$ cat src/smartnic_host_consts.svh
`ifndef SMARTNIC_HOST_CONSTS_SVH
`define SMARTNIC_HOST_CONSTS_SVH

// ----------------------------------------
// stream beat
// ----------------------------------------
`define DATA_W 64
`define KEEP_W 8

// ----------------------------------------
// host queue ids
// ----------------------------------------
`define QID_W 12

// PF, VF0, VF1, VF2
`define NUM_RANGES 4

// saturates at all ones
`define FAIL_CNT_W 16

`endif

$ cat src/smartnic_host_pkg.sv
`default_nettype none

package smartnic_host_pkg;

    // cmac port this traffic belongs to
    typedef enum logic [0:0] {
        P0 = 1'b0,
        P1 = 1'b1
    } port_num_e;

    // host function type
    typedef enum logic [1:0] {
        PF  = 2'd0,
        VF0 = 2'd1,
        VF1 = 2'd2,
        VF2 = 2'd3
    } port_typ_e;

    // port tag carried as tid
    // encoded view for steering, raw view on the external streams
    typedef union packed {
        struct packed {
            port_num_e num;
            port_typ_e typ;
        } encoded;
        logic [2:0] raw;
    } port_t;

endpackage

`default_nettype wire

$ cat src/host_q_classify.sv
`timescale 1ns/1ps
`default_nettype none

`include "smartnic_host_consts.svh"

module host_q_classify #(
    parameter int HOST_PORT = 0
) (
    input  logic                        core_clk,
    input  logic                        srst,

    input  logic                        in_valid,
    output logic                        in_ready,
    input  logic [`DATA_W-1:0]          in_data,
    input  logic [`KEEP_W-1:0]          in_keep,
    input  logic                        in_last,
    input  logic [`QID_W-1:0]           in_qid,

    input  logic [`QID_W-1:0]           q_base [`NUM_RANGES],
    input  logic [`QID_W-1:0]           q_num  [`NUM_RANGES],

    output logic                        out_valid,
    input  logic                        out_ready,
    output logic [`DATA_W-1:0]          out_data,
    output logic [`KEEP_W-1:0]          out_keep,
    output logic                        out_last,
    output smartnic_host_pkg::port_t    out_tid,

    output logic [`FAIL_CNT_W-1:0]      fail_cnt
);

    logic [`NUM_RANGES-1:0]         hit;
    smartnic_host_pkg::port_typ_e   hit_typ;
    logic                           in_sop;
    logic                           pkt_ok;
    smartnic_host_pkg::port_typ_e   pkt_typ;
    logic                           cur_ok;
    smartnic_host_pkg::port_typ_e   cur_typ;
    logic                           in_fire;

    // ----------------------------------------
    // range check
    // ----------------------------------------
    always_comb begin
        for (int i = 0; i < `NUM_RANGES; i++) begin
            // 13-bit compare so base + num cannot wrap
            hit[i] = (in_qid >= q_base[i]) &&
                     ({1'b0, in_qid} < ({1'b0, q_base[i]} + {1'b0, q_num[i]}));
        end
    end

    // lowest-numbered hit wins
    always_comb begin
        hit_typ = smartnic_host_pkg::VF2;
        for (int i = `NUM_RANGES - 1; i >= 0; i--) begin
            if (hit[i]) begin
                hit_typ = smartnic_host_pkg::port_typ_e'(2'(i));
            end
        end
    end

    // decision from first beat, held for the rest
    assign cur_ok  = in_sop ? (|hit) : pkt_ok;
    assign cur_typ = in_sop ? hit_typ : pkt_typ;

    // discarded beats never wait on the output register
    assign in_ready = !cur_ok || !out_valid || out_ready;
    assign in_fire  = in_valid && in_ready;

    always_ff @(posedge core_clk) begin
        if (srst) begin
            in_sop   <= 1'b1;
            pkt_ok   <= 1'b0;
            pkt_typ  <= smartnic_host_pkg::PF;
            fail_cnt <= '0;
        end else if (in_fire) begin
            in_sop  <= in_last;
            pkt_ok  <= cur_ok;
            pkt_typ <= cur_typ;
            if (!cur_ok && in_last && (fail_cnt != '1)) begin
                fail_cnt <= fail_cnt + 1'b1;
            end
        end
    end

    // ----------------------------------------
    // output register
    // ----------------------------------------
    always_ff @(posedge core_clk) begin
        if (srst) begin
            out_valid <= 1'b0;
        end else if (in_fire && cur_ok) begin
            out_valid <= 1'b1;
        end else if (out_ready) begin
            out_valid <= 1'b0;
        end
    end

    always_ff @(posedge core_clk) begin
        if (in_fire && cur_ok) begin
            out_data            <= in_data;
            out_keep            <= in_keep;
            out_last            <= in_last;
            out_tid.encoded.num <= smartnic_host_pkg::port_num_e'(1'(HOST_PORT));
            out_tid.encoded.typ <= cur_typ;
        end
    end

endmodule

`default_nettype wire

$ cat src/pkt_arb_mux.sv
`timescale 1ns/1ps
`default_nettype none

`include "smartnic_host_consts.svh"

module pkt_arb_mux (
    input  logic                        core_clk,
    input  logic                        srst,

    input  logic                        a_valid,
    output logic                        a_ready,
    input  logic [`DATA_W-1:0]          a_data,
    input  logic [`KEEP_W-1:0]          a_keep,
    input  logic                        a_last,
    input  smartnic_host_pkg::port_t    a_tid,

    input  logic                        b_valid,
    output logic                        b_ready,
    input  logic [`DATA_W-1:0]          b_data,
    input  logic [`KEEP_W-1:0]          b_keep,
    input  logic                        b_last,
    input  smartnic_host_pkg::port_t    b_tid,

    output logic                        out_valid,
    input  logic                        out_ready,
    output logic [`DATA_W-1:0]          out_data,
    output logic [`KEEP_W-1:0]          out_keep,
    output logic                        out_last,
    output smartnic_host_pkg::port_t    out_tid
);

    // sel: 0 picks input a, 1 picks input b
    logic locked;
    logic lock_sel;
    logic last_b;
    logic sel;

    // ----------------------------------------
    // grant
    // ----------------------------------------
    always_comb begin
        if (locked) begin
            sel = lock_sel;
        end else if (a_valid && b_valid) begin
            sel = !last_b;
        end else begin
            sel = b_valid && !a_valid;
        end
    end

    always_ff @(posedge core_clk) begin
        if (srst) begin
            locked   <= 1'b0;
            lock_sel <= 1'b0;
            // pretend b went last so a wins the first tie
            last_b   <= 1'b1;
        end else if (out_valid && out_ready) begin
            if (out_last) begin
                locked <= 1'b0;
                last_b <= sel;
            end else begin
                locked   <= 1'b1;
                lock_sel <= sel;
            end
        end
    end

    // ----------------------------------------
    // datapath
    // ----------------------------------------
    assign a_ready   = !sel && out_ready;
    assign b_ready   = sel && out_ready;
    assign out_valid = sel ? b_valid : a_valid;
    assign out_data  = sel ? b_data  : a_data;
    assign out_keep  = sel ? b_keep  : a_keep;
    assign out_last  = sel ? b_last  : a_last;
    assign out_tid   = sel ? b_tid   : a_tid;

endmodule

`default_nettype wire

$ cat src/host_core_steer.sv
`timescale 1ns/1ps
`default_nettype none

`include "smartnic_host_consts.svh"

module host_core_steer (
    input  logic                        core_clk,
    input  logic                        srst,

    input  logic                        in_valid,
    output logic                        in_ready,
    input  logic [`DATA_W-1:0]          in_data,
    input  logic [`KEEP_W-1:0]          in_keep,
    input  logic                        in_last,
    input  smartnic_host_pkg::port_t    in_tid,

    output logic                        main_valid,
    input  logic                        main_ready,
    output logic [`DATA_W-1:0]          main_data,
    output logic [`KEEP_W-1:0]          main_keep,
    output logic                        main_last,
    output smartnic_host_pkg::port_t    main_tid,

    output logic                        aux_valid,
    input  logic                        aux_ready,
    output logic [`DATA_W-1:0]          aux_data,
    output logic [`KEEP_W-1:0]          aux_keep,
    output logic                        aux_last,
    output smartnic_host_pkg::port_t    aux_tid
);

    logic                       in_sop;
    logic                       cur_aux;
    logic                       slot_valid;
    logic                       slot_aux;
    logic                       slot_ready;
    logic [`DATA_W-1:0]         slot_data;
    logic [`KEEP_W-1:0]         slot_keep;
    logic                       slot_last;
    smartnic_host_pkg::port_t   slot_tid;

    // VF2 goes to aux, everything else to main
    // mid-packet the slot still holds this packet's target
    assign cur_aux = in_sop ? (in_tid.encoded.typ == smartnic_host_pkg::VF2) : slot_aux;

    assign slot_ready = slot_aux ? aux_ready : main_ready;
    assign in_ready   = !slot_valid || slot_ready;

    always_ff @(posedge core_clk) begin
        if (srst) begin
            in_sop     <= 1'b1;
            slot_valid <= 1'b0;
            slot_aux   <= 1'b0;
        end else if (in_valid && in_ready) begin
            in_sop     <= in_last;
            slot_valid <= 1'b1;
            slot_aux   <= cur_aux;
        end else if (slot_ready) begin
            slot_valid <= 1'b0;
        end
    end

    always_ff @(posedge core_clk) begin
        if (in_valid && in_ready) begin
            slot_data <= in_data;
            slot_keep <= in_keep;
            slot_last <= in_last;
            slot_tid  <= in_tid;
        end
    end

    // ----------------------------------------
    // two-way demux
    // ----------------------------------------
    assign main_valid = slot_valid && !slot_aux;
    assign main_data  = slot_data;
    assign main_keep  = slot_keep;
    assign main_last  = slot_last;
    assign main_tid   = slot_tid;

    assign aux_valid  = slot_valid && slot_aux;
    assign aux_data   = slot_data;
    assign aux_keep   = slot_keep;
    assign aux_last   = slot_last;
    assign aux_tid    = slot_tid;

endmodule

`default_nettype wire

$ cat src/smartnic_host.sv
`timescale 1ns/1ps
`default_nettype none

`include "smartnic_host_consts.svh"

module smartnic_host (
    input  logic                        core_clk,
    input  logic                        srst,

    input  logic                        host_valid,
    output logic                        host_ready,
    input  logic [`DATA_W-1:0]          host_data,
    input  logic [`KEEP_W-1:0]          host_keep,
    input  logic                        host_last,
    input  logic [`QID_W-1:0]           host_qid,

    input  logic                        pb_valid,
    output logic                        pb_ready,
    input  logic [`DATA_W-1:0]          pb_data,
    input  logic [`KEEP_W-1:0]          pb_keep,
    input  logic                        pb_last,
    input  smartnic_host_pkg::port_t    pb_tid,

    output logic                        core_main_valid,
    input  logic                        core_main_ready,
    output logic [`DATA_W-1:0]          core_main_data,
    output logic [`KEEP_W-1:0]          core_main_keep,
    output logic                        core_main_last,
    output smartnic_host_pkg::port_t    core_main_tid,

    output logic                        core_aux_valid,
    input  logic                        core_aux_ready,
    output logic [`DATA_W-1:0]          core_aux_data,
    output logic [`KEEP_W-1:0]          core_aux_keep,
    output logic                        core_aux_last,
    output smartnic_host_pkg::port_t    core_aux_tid,

    input  logic [`QID_W-1:0]           q_base [`NUM_RANGES],
    input  logic [`QID_W-1:0]           q_num  [`NUM_RANGES],
    output logic [`FAIL_CNT_W-1:0]      fail_cnt
);

    // classified host stream
    logic                       cls_valid;
    logic                       cls_ready;
    logic [`DATA_W-1:0]         cls_data;
    logic [`KEEP_W-1:0]         cls_keep;
    logic                       cls_last;
    smartnic_host_pkg::port_t   cls_tid;

    // merged stream into the steer
    logic                       arb_valid;
    logic                       arb_ready;
    logic [`DATA_W-1:0]         arb_data;
    logic [`KEEP_W-1:0]         arb_keep;
    logic                       arb_last;
    smartnic_host_pkg::port_t   arb_tid;

    // ----------------------------------------
    // host queue classifier, cmac port 0
    // ----------------------------------------
    host_q_classify #(
        .HOST_PORT (0)
    ) u_classify (
        .core_clk  (core_clk),
        .srst      (srst),
        .in_valid  (host_valid),
        .in_ready  (host_ready),
        .in_data   (host_data),
        .in_keep   (host_keep),
        .in_last   (host_last),
        .in_qid    (host_qid),
        .q_base    (q_base),
        .q_num     (q_num),
        .out_valid (cls_valid),
        .out_ready (cls_ready),
        .out_data  (cls_data),
        .out_keep  (cls_keep),
        .out_last  (cls_last),
        .out_tid   (cls_tid),
        .fail_cnt  (fail_cnt)
    );

    // host on input a, playback on input b
    pkt_arb_mux u_arb (
        .core_clk  (core_clk),
        .srst      (srst),
        .a_valid   (cls_valid),
        .a_ready   (cls_ready),
        .a_data    (cls_data),
        .a_keep    (cls_keep),
        .a_last    (cls_last),
        .a_tid     (cls_tid),
        .b_valid   (pb_valid),
        .b_ready   (pb_ready),
        .b_data    (pb_data),
        .b_keep    (pb_keep),
        .b_last    (pb_last),
        .b_tid     (pb_tid),
        .out_valid (arb_valid),
        .out_ready (arb_ready),
        .out_data  (arb_data),
        .out_keep  (arb_keep),
        .out_last  (arb_last),
        .out_tid   (arb_tid)
    );

    // ----------------------------------------
    // steer to main or aux core output
    // ----------------------------------------
    host_core_steer u_steer (
        .core_clk   (core_clk),
        .srst       (srst),
        .in_valid   (arb_valid),
        .in_ready   (arb_ready),
        .in_data    (arb_data),
        .in_keep    (arb_keep),
        .in_last    (arb_last),
        .in_tid     (arb_tid),
        .main_valid (core_main_valid),
        .main_ready (core_main_ready),
        .main_data  (core_main_data),
        .main_keep  (core_main_keep),
        .main_last  (core_main_last),
        .main_tid   (core_main_tid),
        .aux_valid  (core_aux_valid),
        .aux_ready  (core_aux_ready),
        .aux_data   (core_aux_data),
        .aux_keep   (core_aux_keep),
        .aux_last   (core_aux_last),
        .aux_tid    (core_aux_tid)
    );

endmodule

`default_nettype wire

$ cat config.mk
export PLATFORM = sky130hd
export DESIGN_NAME = smartnic_host
export DESIGN_NICKNAME = d
export VERILOG_FILES = /design/src/smartnic_host_pkg.sv /design/src/host_q_classify.sv /design/src/pkt_arb_mux.sv /design/src/host_core_steer.sv /design/src/smartnic_host.sv
export VERILOG_INCLUDE_DIRS = /design/src
export SDC_FILE = /design/constraint.sdc
export NUM_CORES = 1
export LEC_CHECK = 0
export BUFFER_PORTS_ARGS = -buffer_cell sky130_fd_sc_hd__buf_2
export CAP_MARGIN = 20
export CORE_AREA = 2 2 168 170
export CTS_CLUSTER_SIZE = 40
export DETAILED_ROUTE_END_ITERATION = 12
export DIE_AREA = 0 0 170 172
export GPL_TIMING_DRIVEN = 0
export PLACE_DENSITY_LB_ADDON = 0.2
export SLEW_MARGIN = 0
export SYNTH_ARGS = -nofsm -noshare
export SYNTH_HDL_FRONTEND = slang
export SYNTH_HIERARCHICAL = 1
export SYNTH_SLANG_ARGS = --single-unit
$ cat constraint.sdc
create_clock -name core_clk -period 10 [get_ports core_clk]
set_clock_uncertainty 0.15 [all_clocks]
set_input_delay 1 -clock core_clk [delete_from_list [all_inputs] [get_ports core_clk]]
set_output_delay 1 -clock core_clk [all_outputs]
set_load 0.01 [all_outputs]
# Word-level counts from Yosys, hierarchy flattened
# Index checks and enable logic that the tools add are counted.
[totals] register_bits=178 input_bits=263 out_inout_bits=172 wordCells=85
[op_classes] add_sub_neg=5 n_lt_le_gt_ge=8 n_eq_ne=2 n_mux=18 bitwise=1 reduce_logical=31
[ops] cell="2-to-1 mux 64 bit" n=1
[ops] cell="adder 12 x 12 -> 13 bit" n=4
[ops] cell="less-than comparator 12 x 13 -> 1 bit" n=4
[ops] cell=">= comparator 12 bit" n=4
[ops] cell="adder 16 x 1 -> 16 bit (second input constant)" n=1
[ops] cell="inequality test 16 bit (second input constant)" n=1
[ops] cell="logical AND 1 bit" n=15
[ops] cell="2-to-1 mux 1 bit" n=12
[ops] cell="2-to-1 mux 2 bit" n=4
[ops] cell="2-to-1 mux 8 bit" n=1
[ops] cell="AND reduction 2 bit" n=4
[ops] cell="logical NOT 1 bit" n=6
[ops] cell="nonzero test 2 bit" n=2
[ops] cell="OR reduction 4 bit" n=1
[ops] cell="logical OR 1 bit" n=3
[ops] cell="== test 2 bit (second input constant)" n=1
[ops] cell="inverter 1 bit" n=1

# Longest topological paths before layout
# Gate-level depths: netlist (run 1).
[logic_depth] word_depth=11 ltp_mapped=20

# Hierarchy
# Netlist (run 1), hierarchy kept.
[by_module_without_submodules] mod="host_q_classify" instances=1 cells_each=718 area_each_um2=7458.4
[by_module_without_submodules] mod="host_core_steer" instances=1 cells_each=171 area_each_um2=3015.4
[by_module_without_submodules] mod="pkt_arb_mux" instances=1 cells_each=112 area_each_um2=1134.8

# Worst setup path after synthesis (run 1)
# No wires, ideal clock.
[synth_path] path_type="input -> register" start="in q_base[25] (netlist bit)" end="reg u_classify.out_data[0], enable pin" arrival_ps=7652 required_ps=9341 path_slack_ps=1689 cell_stages=19 n_path_buf=0 cell_sequence="ha_1 -> a21o_1 -> a21oi_1 -> o21bai_1 -> a21oi_1 -> nor2b_1 -> o2111ai_1 -> nand3_1 -> o41ai_1 -> xor2_1 -> ha_1 -> a21oi_1 -> o21ai_0 -> a2111oi_0 -> o32ai_4 -> a41oi_4 -> or2_1 -> nand2_1 -> nor2_1"
[synth_between] elab_chain_len=10 elab_cells_between_ends=11
[synth_lines] item="start, declared" line="smartnic_host.sv:38" source="input logic [`QID_W-1:0] q_base [`NUM_RANGES],"
[synth_lines] item="adder 12 x 12 -> 13 bit" line="host_q_classify.sv:48" source="({1'b0, in_qid} < ({1'b0, q_base[i]} + {1'b0, q_num[i]}));"
[synth_lines] item="less-than comparator 12 x 13 -> 1 bit" line="host_q_classify.sv:48"
[synth_lines] item="logical AND 1 bit (*)" line="host_q_classify.sv:47" source="hit[i] = (in_qid >= q_base[i]) &&"
[synth_lines] item="OR reduction 4 bit (*)" line="host_q_classify.sv:63" source="assign cur_ok = in_sop ? (|hit) : pkt_ok;"
[synth_lines] item="2-to-1 mux 1 bit (*)" line="host_q_classify.sv:63"
[synth_lines] item="logical NOT 1 bit" line="host_q_classify.sv:67" source="assign in_ready = !cur_ok || !out_valid || out_ready;"
[synth_lines] item="logical OR 1 bit (2 in series)" line="host_q_classify.sv:67"
[synth_lines] item="logical AND 1 bit" line="host_q_classify.sv:68" source="assign in_fire = in_valid && in_ready;"
[synth_lines] item="logical AND 1 bit (*)" line="host_q_classify.sv:100" source="if (in_fire && cur_ok) begin"
[synth_lines] item="end signal, assigned" line="host_q_classify.sv:101" source="out_data <= in_data;"
[synth_lines] item="end, declared" line="host_q_classify.sv:24" source="output logic [`DATA_W-1:0] out_data,"
# Every way passes the cells marked *; elsewhere a longest branch is shown, timed or not.
# A chain may end at the register's enable or synchronous reset.

# Worst setup path in the final report (run 1)
[layout_path] start="in q_base[25] (netlist bit)" end="out host_ready"
[layout_between] elab_chain_len=8 elab_cells_between_ends=9
[layout_lines] item="adder 12 x 12 -> 13 bit" line="host_q_classify.sv:48"
[layout_lines] item="less-than comparator 12 x 13 -> 1 bit" line="host_q_classify.sv:48"
[layout_lines] item="logical AND 1 bit (*)" line="host_q_classify.sv:47"
[layout_lines] item="OR reduction 4 bit (*)" line="host_q_classify.sv:63"
[layout_lines] item="2-to-1 mux 1 bit (*)" line="host_q_classify.sv:63"
[layout_lines] item="logical NOT 1 bit (*)" line="host_q_classify.sv:67"
[layout_lines] item="logical OR 1 bit (*) (2 in series)" line="host_q_classify.sv:67"
[layout_lines] item="end, declared" line="smartnic_host.sv:11" source="output logic host_ready,"
# Marked as above.

==> results of run 1 <==
==> sequential cells by signal, indices dropped and copies added (netlist names), 2 cells and up <==
| signal | cells |
|---|---|
| u_steer/aux_keep | 8 |
| u_classify/out_tid | 2 |
| u_classify/out_keep | 8 |
| u_steer/aux_tid | 3 |
| u_classify/fail_cnt | 16 |
| u_classify/out_data | 64 |
| u_steer/aux_data | 64 |
| u_classify/pkt_typ | 2 |
==> critical path, stage by stage <==
cell and delay, ps:
buf_2 110, ha_1 290, a21o_1 160, a21oi_1 230
o21bai_1 90, a21oi_1 270, nor2b_1 100, o2111ai_1 170
nand3_1 130, o41ai_1 380, xor2_1 200, ha_1 260
a21oi_1 200, o21ai_0 120, a2111oi_0 690, o32ai_4 240
a41oi_4 340, or2_1 220, nand2_1 90, buf_2 160
==> synthesized netlist by cell type (13+ instances only) <==
master / count
xor2_1: 19
o21ai_0: 45
edfxtp_1: 151
o21a_1: 13
buf_4: 82
a21o_1: 21
xnor2_1: 21
nor2b_1: 19
dfxtp_1: 27
inv_1: 72
nand2_1: 24
ha_1: 141
nor2_1: 46
a21oi_1: 46
nand2b_1: 20
mux2_2: 76
nand3_1: 17
==> cell families after synthesis <==
| kind of cell | after synthesis |
|---|---|
| adders and majority gates | 145 |
| and+or+nand+nor | 178 |
| AOI/OAI and AO/OA | 213 |
| DFF | 178 |
| xor gates and xnor gates | 40 |
| other | 1 |
| muxes | 84 |
| buffers and inverters | 162 |
==> per-layer routing <==
metal  global-route usage [%]  part of all wire (%)
met2                    40.64                    52
met5                        0                 0.040
met3                    3.960                   5.6
met1                    25.43                    40
met4                    5.946                   1.8
==> power groups by stage <==
stage / logic, mW / registers [mW] / clock network (mW)
after global placement: 0.802 / 1.04 / 0
final: 0.827 / 1.01 / 0.693
after floorplan: 0.495 / 1.05 / 0
after CTS: 0.834 / 1.01 / 0.716
after global routing: 0.920 / 1.02 / 0.745
after detailed placement: 0.830 / 1.03 / 0
==> per-stage QoR <==
step	util [%]	worst slack (ps)	cell area [um^2]	hold WS (ps)
5_1_grt	54.31	3004	14920	382.1
3_3_place_gp	51.73	-1041	14210	319.2
6_report	54.31	3391	14920	345.4
3_5_place_dp	52.01	3097	14290	323.9
4_1_cts	54.24	3397	14900	345.8
2_1_floorplan	-	1689	11610	302.0
==> how the worst max path moves through the flow <==
stage / startpoint / end / slack (ps)
after floorplan: q_base[25] / u_classify/out_data[0]$_DFFE_PP_ / 1690
after global placement: q_base[25] / u_classify/out_data[52]$_DFFE_PP_ / -1040
after detailed placement: q_base[25] / u_classify/out_data[15]$_DFFE_PP_ / 3100
after CTS: q_base[25] / host_ready / 3400
after global routing: q_base[25] / host_ready / 3000
final: q_base[25] / host_ready / 3390
==> final cells by class <==
type	count	area (um^2)	share of cell area (%)
Timing Repair Buffer	437	2240	15.01
Tap cell	346	432.9	2.901
Clock buffer	18	429.2	2.876
Sequential cell	178	5075	34.01
Clock inverter	14	183.9	1.233
Buffer	90	668.1	4.478
Antenna cell	7	17.52	0.1174
Inverter	72	272.8	1.828
Multi-Input combinational cell	661	5603	37.55
==> flow_summary.toml, run 1 <==
[yosys]
synth_area_um2 = 11610
synth_top_family_by_area = "adder cells"
ys_types = 72
synthFlopType = "edfxtp_1"
synthArstFlopShare_pct = 0
netlist_top_cells_area = "edfxtp_1, ha_1, mux2_2, buf_4, dfxtp_1"
synthSimpleGateAreaFrac_pct = 8.245
seq_area_frac_synth_pct = 43.72
synth.avg_cell_area_um2 = 11.60
synth_mux_area_share_pct = 8.105
syn_inst = 1001
post-synth-top-area-cell = "edfxtp_1"
yosys_warnings = 6
synth-compound-area-share_pct = 12.91
synth_edf_count = 151
synth_xor_area_share_pct = 3.018
postSynthRegisterBits = 178
synth_fa_ha_area_share_pct = 15.89
syn_nets = 1409
yosys.area.top_type_share_pct = 39.06

[layout]
drive_gt1_share_pct = 44.15
layout_common_cells = "buf_2, edfxtp_1, ha_1, buf_4, mux2_2"
fin_cells = 1823
synthToLayoutAreaGrowth_pct = 28.54
final_net_count = 1865
num-fill-cells = 2476
layout_commonest_cell = "buf_2"

[hold_path]
hp-start = "u_classify/pkt_typ[0]$_SDFFE_PP0P_"
hp-class = "reg2reg"
min_to = "u_classify/pkt_typ[0]$_SDFFE_PP0P_"
hold_depth = 2

[drt]
detail_route.wl_per_cell_um = 17.99
num_vias = 9244
drc = 0
dr.pass1.iters = 5
drt.antenna.violating_nets = 0
drtIter0Drc = 457
finalWirelength_um = 32790
viasPerCell = 5.071

[global_route]
grt_pass1_wl_um = 48080
grt_use_total_pct = 21.70
antenna_found_initial = 9
grt_max_degree = 66
grt_pass1_vias = 9053
grt_overflow = 0

[clocking]
cts_made_buffers = 17
post_cts_buffers = 0
cts.clk_slew.worst_paths_ps = 70
clockBufferDepth = 2
root_buffer = "clkbuf_16"
clock-sinks = 178
insertion_delay_ps = 420
ctsHoldBuffers = 0
cts_resized = 0
cts_tree = "built"
h-tree-depth = 4

[power]
switching_share_pct = 31.98
p_leak_nw = 7.012
p_sw_uw = 809.0
p_seq_share_pct = 39.9
total_power_mw = 2.530
power.share.combinational_pct = 32.7
vdd.ir_drop.worst_mv = 0.08809
cellPowerDensity_nw_per_um2 = 169.5
power_frac_clock_pct = 27.4
internal-power_mw = 1.721

[placement]
dp_hpwl_um = 26940
place_inst = 1784
port_buffers = 434
place_congestion = 0.9201

[worst_setup_path]
crit_path_max_fanout = 5
critPathKind = "in2out"
worstSetupStartpointType = "input pin"
rr_startpoint = "u_classify/in_sop$_SDFFE_PP1P_"
rr_endpoint = "u_classify/out_data[46]$_DFFE_PP_"
r2r_slack_ps = 7070
crit_arrival_ps = 5460
critPathRequiredTime_ps = 8850
critPathCaptureType = "output port"
reg2reg_depth = 7

[timing]
hold_violations = 0
worstMarginPinSlew_ps = 780.0
fmax_mhz = 151.3
grt_setup_unrepaired = "no"
fin_crit_sh_pct = 66.09
relSlewSlack_pct = 46.66
fin_setup_tns_ps = 0
slew_violations = 0
fin_crit_ps = 6609
setup_viol = 0

[floorplanning]
die_h_um = 172
io_pins = 435
coreArea_um2 = 27480
die_w_um = 170
fp-row-count = 61
initial_utilization_pct = 42.25
die-area_um2 = 29240

[run_status]
status = "finished, final reports clean"

[flow_run]
maxCapViolations = 0
(Power assumes the default switching activity.)
==> run 2: changes to the inputs <==
==> constraint.sdc (replaced) <==
create_clock -name core_clk -period 6.3 [get_ports core_clk]
set_clock_uncertainty 0.15 [all_clocks]
set_input_delay 0.63 -clock core_clk [delete_from_list [all_inputs] [get_ports core_clk]]
set_output_delay 0.63 -clock core_clk [all_outputs]
set_load 0.01 [all_outputs]
==> run 2 against run 1 <==
Combinational power up 60%. Sequential power grew 58%. Clock power grew 59%. Die area unchanged. Clock-buffer cell count decreased by 1. Utilization up 0.23 points. Critical path type unchanged.
==> flow_summary.toml, run 2 (same netlist as run 1, synthesis figures left out) <==
[clocking]
insertion_delay_ps = 430
clockBufferDepth = 2
h-tree-depth = 4
cts_tree = "built"
cts.clk_slew.worst_paths_ps = 90
root_buffer = "clkbuf_16"
cts_resized = 0
clock-sinks = 178
cts_made_buffers = 17

[global_route]
grt_pass1_vias = 9016
grt_max_degree = 68
grt_use_total_pct = 21.83
grt_pass1_wl_um = 48190
grt_overflow = 0
antenna_found_initial = 18

[worst_setup_path]
path_buf_inv = 2
crit_start = "q_base[25]"
cpMostUsedCell = "a21oi_1"
crit_arrival_ps = 4960
cpMaxStageDelayCell = "a2111oi_0"
path_cells = "buf_2, ha_1, a21o_1, a21oi_1, o21bai_1, a21oi_1, nor2b_1, o2111ai_1, nand3_1, o41ai_1, xor2_1, ha_1, a21oi_1, o21ai_0, a2111oi_0, o32ai_4, a41oi_4, or2_1, nand2_1, buf_2"
critPathCaptureType = "output port"
crit_path_max_fanout = 5
r2r_slack_ps = 3420
worstSetupStartpointType = "input pin"
rr_startpoint = "u_classify/fail_cnt[7]$_SDFFE_PP0P_"
reg2reg_depth = 9
crit_family = "compound AO/OA/AOI/OAI gates"
cp-endpoint = "host_ready"
critPathKind = "in2out"
critPathRequiredTime_ps = 5520
max_stage_delay_ps = 660
path_depth = 20
rr_endpoint = "u_classify/fail_cnt[7]$_SDFFE_PP0P_"

[placement]
place_area_um2 = 14290
pre_cts_ws_ps = -162.5
place_congestion = 0.8888
dp_hpwl_um = 27210
port_buffers = 434

[run_status]
status = "finished, final reports clean"

[timing]
worstMarginPinSlew_ps = 743.2
setup_viol = 0
relSlewSlack_pct = 49.17
grt_setup_unrepaired = "no"
fin_crit_sh_pct = 91.05
fin_crit_ps = 5736
slew_violations = 0
hold_violations = 0
worst_slack_ps = 563.8
fmax_mhz = 174.3

[drt]
drt.antenna.violating_nets = 0
drtIter0Drc = 436
dr.pass1.iters = 5
detail_route.wl_per_cell_um = 18.00
drc = 0
finalWirelength_um = 33020
viasPerCell = 5.077
num_vias = 9312

[power]
p_leak_nw = 7.035
vdd.ir_drop.worst_mv = 0.1541
cellPowerDensity_nw_per_um2 = 268.4

[floorplanning]
die_w_um = 170
die_h_um = 172
die-area_um2 = 29240
io_pins = 435
coreArea_um2 = 27480
fp-row-count = 61
initial_utilization_pct = 42.25

[flow_run]
maxCapViolations = 0

[layout]
layout_common_cells = "buf_2, edfxtp_1, ha_1, buf_4, mux2_2"
layout_commonest_cell = "buf_2"
final_cell_area_um2 = 14980
multiInputGateArea_um2 = 5603
synthToLayoutAreaGrowth_pct = 29.08
drive_gt1_share_pct = 44.41
final_net_count = 1870
register_area_um2 = 5075
num-fill-cells = 2471

[hold_path]
hp-class = "in2reg"
## run 2: cell type report
class | count | area share (%)
flip-flops and latches | 178 | 33.87
clock inverters | 15 | 1.319
repair buffers | 442 | 15.20
diodes | 13 | 0.2171
clock buffers | 17 | 2.839
inverters | 72 | 1.820
multi-input cells | 661 | 37.39
well taps | 346 | 2.889
plain buffers | 90 | 4.459
## run 2: how the worst min path moves through the flow
stage | cells after the start | from | to | slack, ps
after global placement | 2 | u_classify/pkt_typ[0]$_SDFFE_PP0P_ | u_classify/pkt_typ[0]$_SDFFE_PP0P_ | 320
after detailed placement | 2 | u_classify/pkt_typ[0]$_SDFFE_PP0P_ | u_classify/pkt_typ[0]$_SDFFE_PP0P_ | 330
final | 1 | host_data[56] | u_classify/out_data[56]$_DFFE_PP_ | 210
after floorplan | 2 | u_classify/pkt_typ[0]$_SDFFE_PP0P_ | u_classify/pkt_typ[0]$_SDFFE_PP0P_ | 300
after CTS | 1 | host_data[56] | u_classify/out_data[56]$_DFFE_PP_ | 190
after global routing | 1 | host_data[5] | u_classify/out_data[5]$_DFFE_PP_ | 190
## run 2: report_power, final
group / total [mW] / internal (mW) / switching, mW / leakage [nW]
Combinational: 1.32 / 0.649 / 0.671 / 5.08
Clock: 1.10 / 0.549 / 0.552 / 0.297
Sequential: 1.60 / 1.51 / 0.0882 / 1.66
Total: 4.02 / 2.71 / 1.31 / 7.04
## run 2: metrics by stage
stage | TNS (ps) | instances | hold WS, ps | power (mW) | utilization (%)
after floorplan | 0 | 1001 | 302.0 | 2.444 | -
after global placement | -74430 | 1781 | 318.2 | 2.913 | 51.76
after detailed placement | -4480 | 1784 | 329.7 | 2.947 | 52.01
after CTS | 0 | 1816 | 190.0 | 4.053 | 54.28
after global routing | 0 | 1832 | 191.6 | 4.262 | 54.52
final | 0 | 1834 | 213.8 | 4.022 | 54.54
## run 2: routing by layer
layer / share of wire, % / wire length [um] / vias up / global-route usage (%)
li1: - / - / 4589 / -
met1: 40 / 13170 / 4383 / 25.26
met2: 52 / 17120 / 303 / 39.36
met3: 6.3 / 2094 / 35 / 4.898
met4: 1.9 / 624 / 2 / 8.584
met5: 0.039 / 13 / - / 0
## run 2: repair_timing
action | 4_1_cts | 5_1_grt
endpoints found under the setup margin | 0 | 28
hold buffers | 0 | 0
setup buffers | 0 | 5
==> run 3: changes to the inputs <==
--- a/config.mk
+++ b/config.mk
@@ -8,10 +8,10 @@
 export LEC_CHECK = 0
 export BUFFER_PORTS_ARGS = -buffer_cell sky130_fd_sc_hd__buf_2
 export CAP_MARGIN = 20
-export CORE_AREA = 2 2 168 170
+export CORE_AREA = 2 2 169 171
 export CTS_CLUSTER_SIZE = 40
 export DETAILED_ROUTE_END_ITERATION = 12
-export DIE_AREA = 0 0 170 172
+export DIE_AREA = 0 0 171 173
 export GPL_TIMING_DRIVEN = 0
 export PLACE_DENSITY_LB_ADDON = 0.2
 export SLEW_MARGIN = 0
==> constraint.sdc (replaced) <==
create_clock -name core_clk -period 7.3 [get_ports core_clk]
set_clock_uncertainty 0.15 [all_clocks]
set_input_delay 0.73 -clock core_clk [delete_from_list [all_inputs] [get_ports core_clk]]
set_output_delay 0.73 -clock core_clk [all_outputs]
set_load 0.01 [all_outputs]
==> run 3 against run 2 <==
Flip-flop and latch count unchanged. Final cell count is 1.1% higher. Non-clock buffer count decreased by 5. Register-to-register slack improved by 980 ps. Sequential share of layout area barely moved. Cell area is 0.14% lower. Sequential power is 13% lower. Setup slack improved by 450 ps. Global-route usage rose by 0.25 points. Clock power fell by 15%. Largest power group unchanged.
==> flow_summary.toml, run 3 (same netlist as run 1, synthesis figures left out) <==
[global_route]
antenna_found_initial = 7
grt_pass1_vias = 9130
grt_pass1_wl_um = 50040
grt_max_degree = 64
grt_use_total_pct = 22.09
grt_overflow = 0

[power]
internal-power_mw = 2.337
total_power_mw = 3.452
switching_share_pct = 32.28
vdd.ir_drop.worst_mv = 0.1458
p_sw_mw = 1.114
power.share.combinational_pct = 32.8
cellPowerDensity_nw_per_um2 = 230.7
p_leak_nw = 7.013
power_frac_clock_pct = 27.1
p_seq_share_pct = 40.2

[worst_setup_path]
worstSetupStartpointType = "input pin"
critPathRequiredTime_ps = 7250
critPathCaptureType = "register"
crit_path_max_fanout = 32
crit_arrival_ps = 6240
critPathKind = "in2reg"

[drt]
num_vias = 9171
drt.antenna.violating_nets = 0
dr.pass1.iters = 4
drtIter0Drc = 448
viasPerCell = 4.947
detail_route.wl_per_cell_um = 17.93
finalWirelength_um = 33230
drc = 0

[layout]
layout_common_cells = "buf_2, edfxtp_1, ha_1, buf_4, mux2_2"
final_net_count = 1865
drive_gt1_share_pct = 44.22
synthToLayoutAreaGrowth_pct = 28.90
num-fill-cells = 2500
final_cell_area_um2 = 14960
final_util_pct = 54.16
layout_commonest_cell = "buf_2"

[timing]
fmax_mhz = 159.1
grt_setup_unrepaired = "no"
fin_crit_sh_pct = 86.09
hold_violations = 0
worstMarginPinSlew_ps = 889.6
slew_violations = 0
setup_viol = 0
hold_ws_ps = 329.4
relSlewSlack_pct = 39.16
fin_crit_ps = 6285

[clocking]
cts_tree = "built"
insertion_delay_ps = 420
root_buffer = "clkbuf_16"
clockBufferDepth = 2
cts_made_buffers = 17
ctsHoldBuffers = 0
post_cts_buffers = 0
cts_resized = 0
cts.clk_slew.worst_paths_ps = 80
h-tree-depth = 4
clock-sinks = 178

[floorplanning]
io_pins = 435
coreArea_um2 = 27630
initial_utilization_pct = 42.02
fp-row-count = 61
die_w_um = 171
die_h_um = 173
die-area_um2 = 29580

[hold_path]
hp-class = "in2reg"

[placement]
dp_hpwl_um = 27660
place_congestion = 0.8977
port_buffers = 434
place_area_um2 = 14330

[flow_run]
maxCapViolations = 0

[run_status]
status = "finished, final reports clean"
[run 3: cell types whose count changed in the layout (fill, tap and decap cells not counted), moves of 2 or more]
cell	previous run	this run
diode_2	13	6
buf_4	87	82
inv_12	3	1
inv_6	1	3
[run 3: final cells by class]
class                           count  area, um^2  area share [%]
Tap cell                          378       473.0           3.161
Antenna cell                        6       15.01          0.1003
Buffer                             90       668.1           4.465
Multi-Input combinational cell    661        5603           37.44
Timing Repair Buffer              437        2240           14.97
Clock inverter                     14       177.7           1.187
Clock buffer                       18       439.2           2.935
Sequential cell                   178        5075           33.92
Inverter                           72       272.8           1.823
[run 3: metal layers]
metal  global-route usage [%]  wire (um)  up-vias
met4                    7.062        811        2
met2                    41.92      17600      247
met1                    24.60      13100     4304
met3                    3.891       1712       43
li1                         -          -     4575
met5                        0         13        -
[run 3: power groups by stage]
stage	clock, mW	combinational (mW)	sequential, mW
floorplan	0	0.678	1.43
global placement	0	1.10	1.42
detailed placement	0	1.14	1.41
CTS	0.960	1.14	1.39
global route	1.00	1.25	1.40
finish	0.934	1.13	1.39
[run 3: worst max-delay path, stage by stage]
cell       delay [ps]
buf_2             110
ha_1              280
a21o_1            160
a21oi_1           250
o21bai_1          100
a21oi_1           250
nor2b_1            90
o2111ai_1         170
nand3_1           130
o41ai_1           340
xor2_1            200
ha_1              260
a21oi_1           210
o21ai_0           120
a2111oi_0         780
o32ai_4           260
a41oi_4           340
or2_1             210
nand2_1           120
nor2_4            560
buf_12            280
buf_12            230
[run 3: worst paths after layout]
check / endpoint / cells past startpoint / from / slack [ps]
max: u_classify/out_data[54]$_DFFE_PP_ / 22 / q_base[25] / 1020
min: u_classify/out_data[12]$_DFFE_PP_ / 1 / host_data[12] / 330
max reg2reg: u_classify/out_data[54]$_DFFE_PP_ / 7 / u_classify/in_sop$_SDFFE_PP1P_ / 4400
min reg2reg: u_classify/pkt_typ[0]$_SDFFE_PP0P_ / 2 / u_classify/pkt_typ[0]$_SDFFE_PP0P_ / 340
[run 3: metrics by stage]
| stage | TNS (ps) | instances | setup WS [ps] |
|---|---|---|---|
| 3_5_place_dp | 0 | 1816 | 631.0 |
| 3_3_place_gp | -104550 | 1813 | -1409 |
| 6_report | 0 | 1854 | 1015 |
| 5_1_grt | 0 | 1852 | 615.9 |
| 4_1_cts | 0 | 1848 | 1042 |
| 2_1_floorplan | 0 | 1001 | 526.3 |
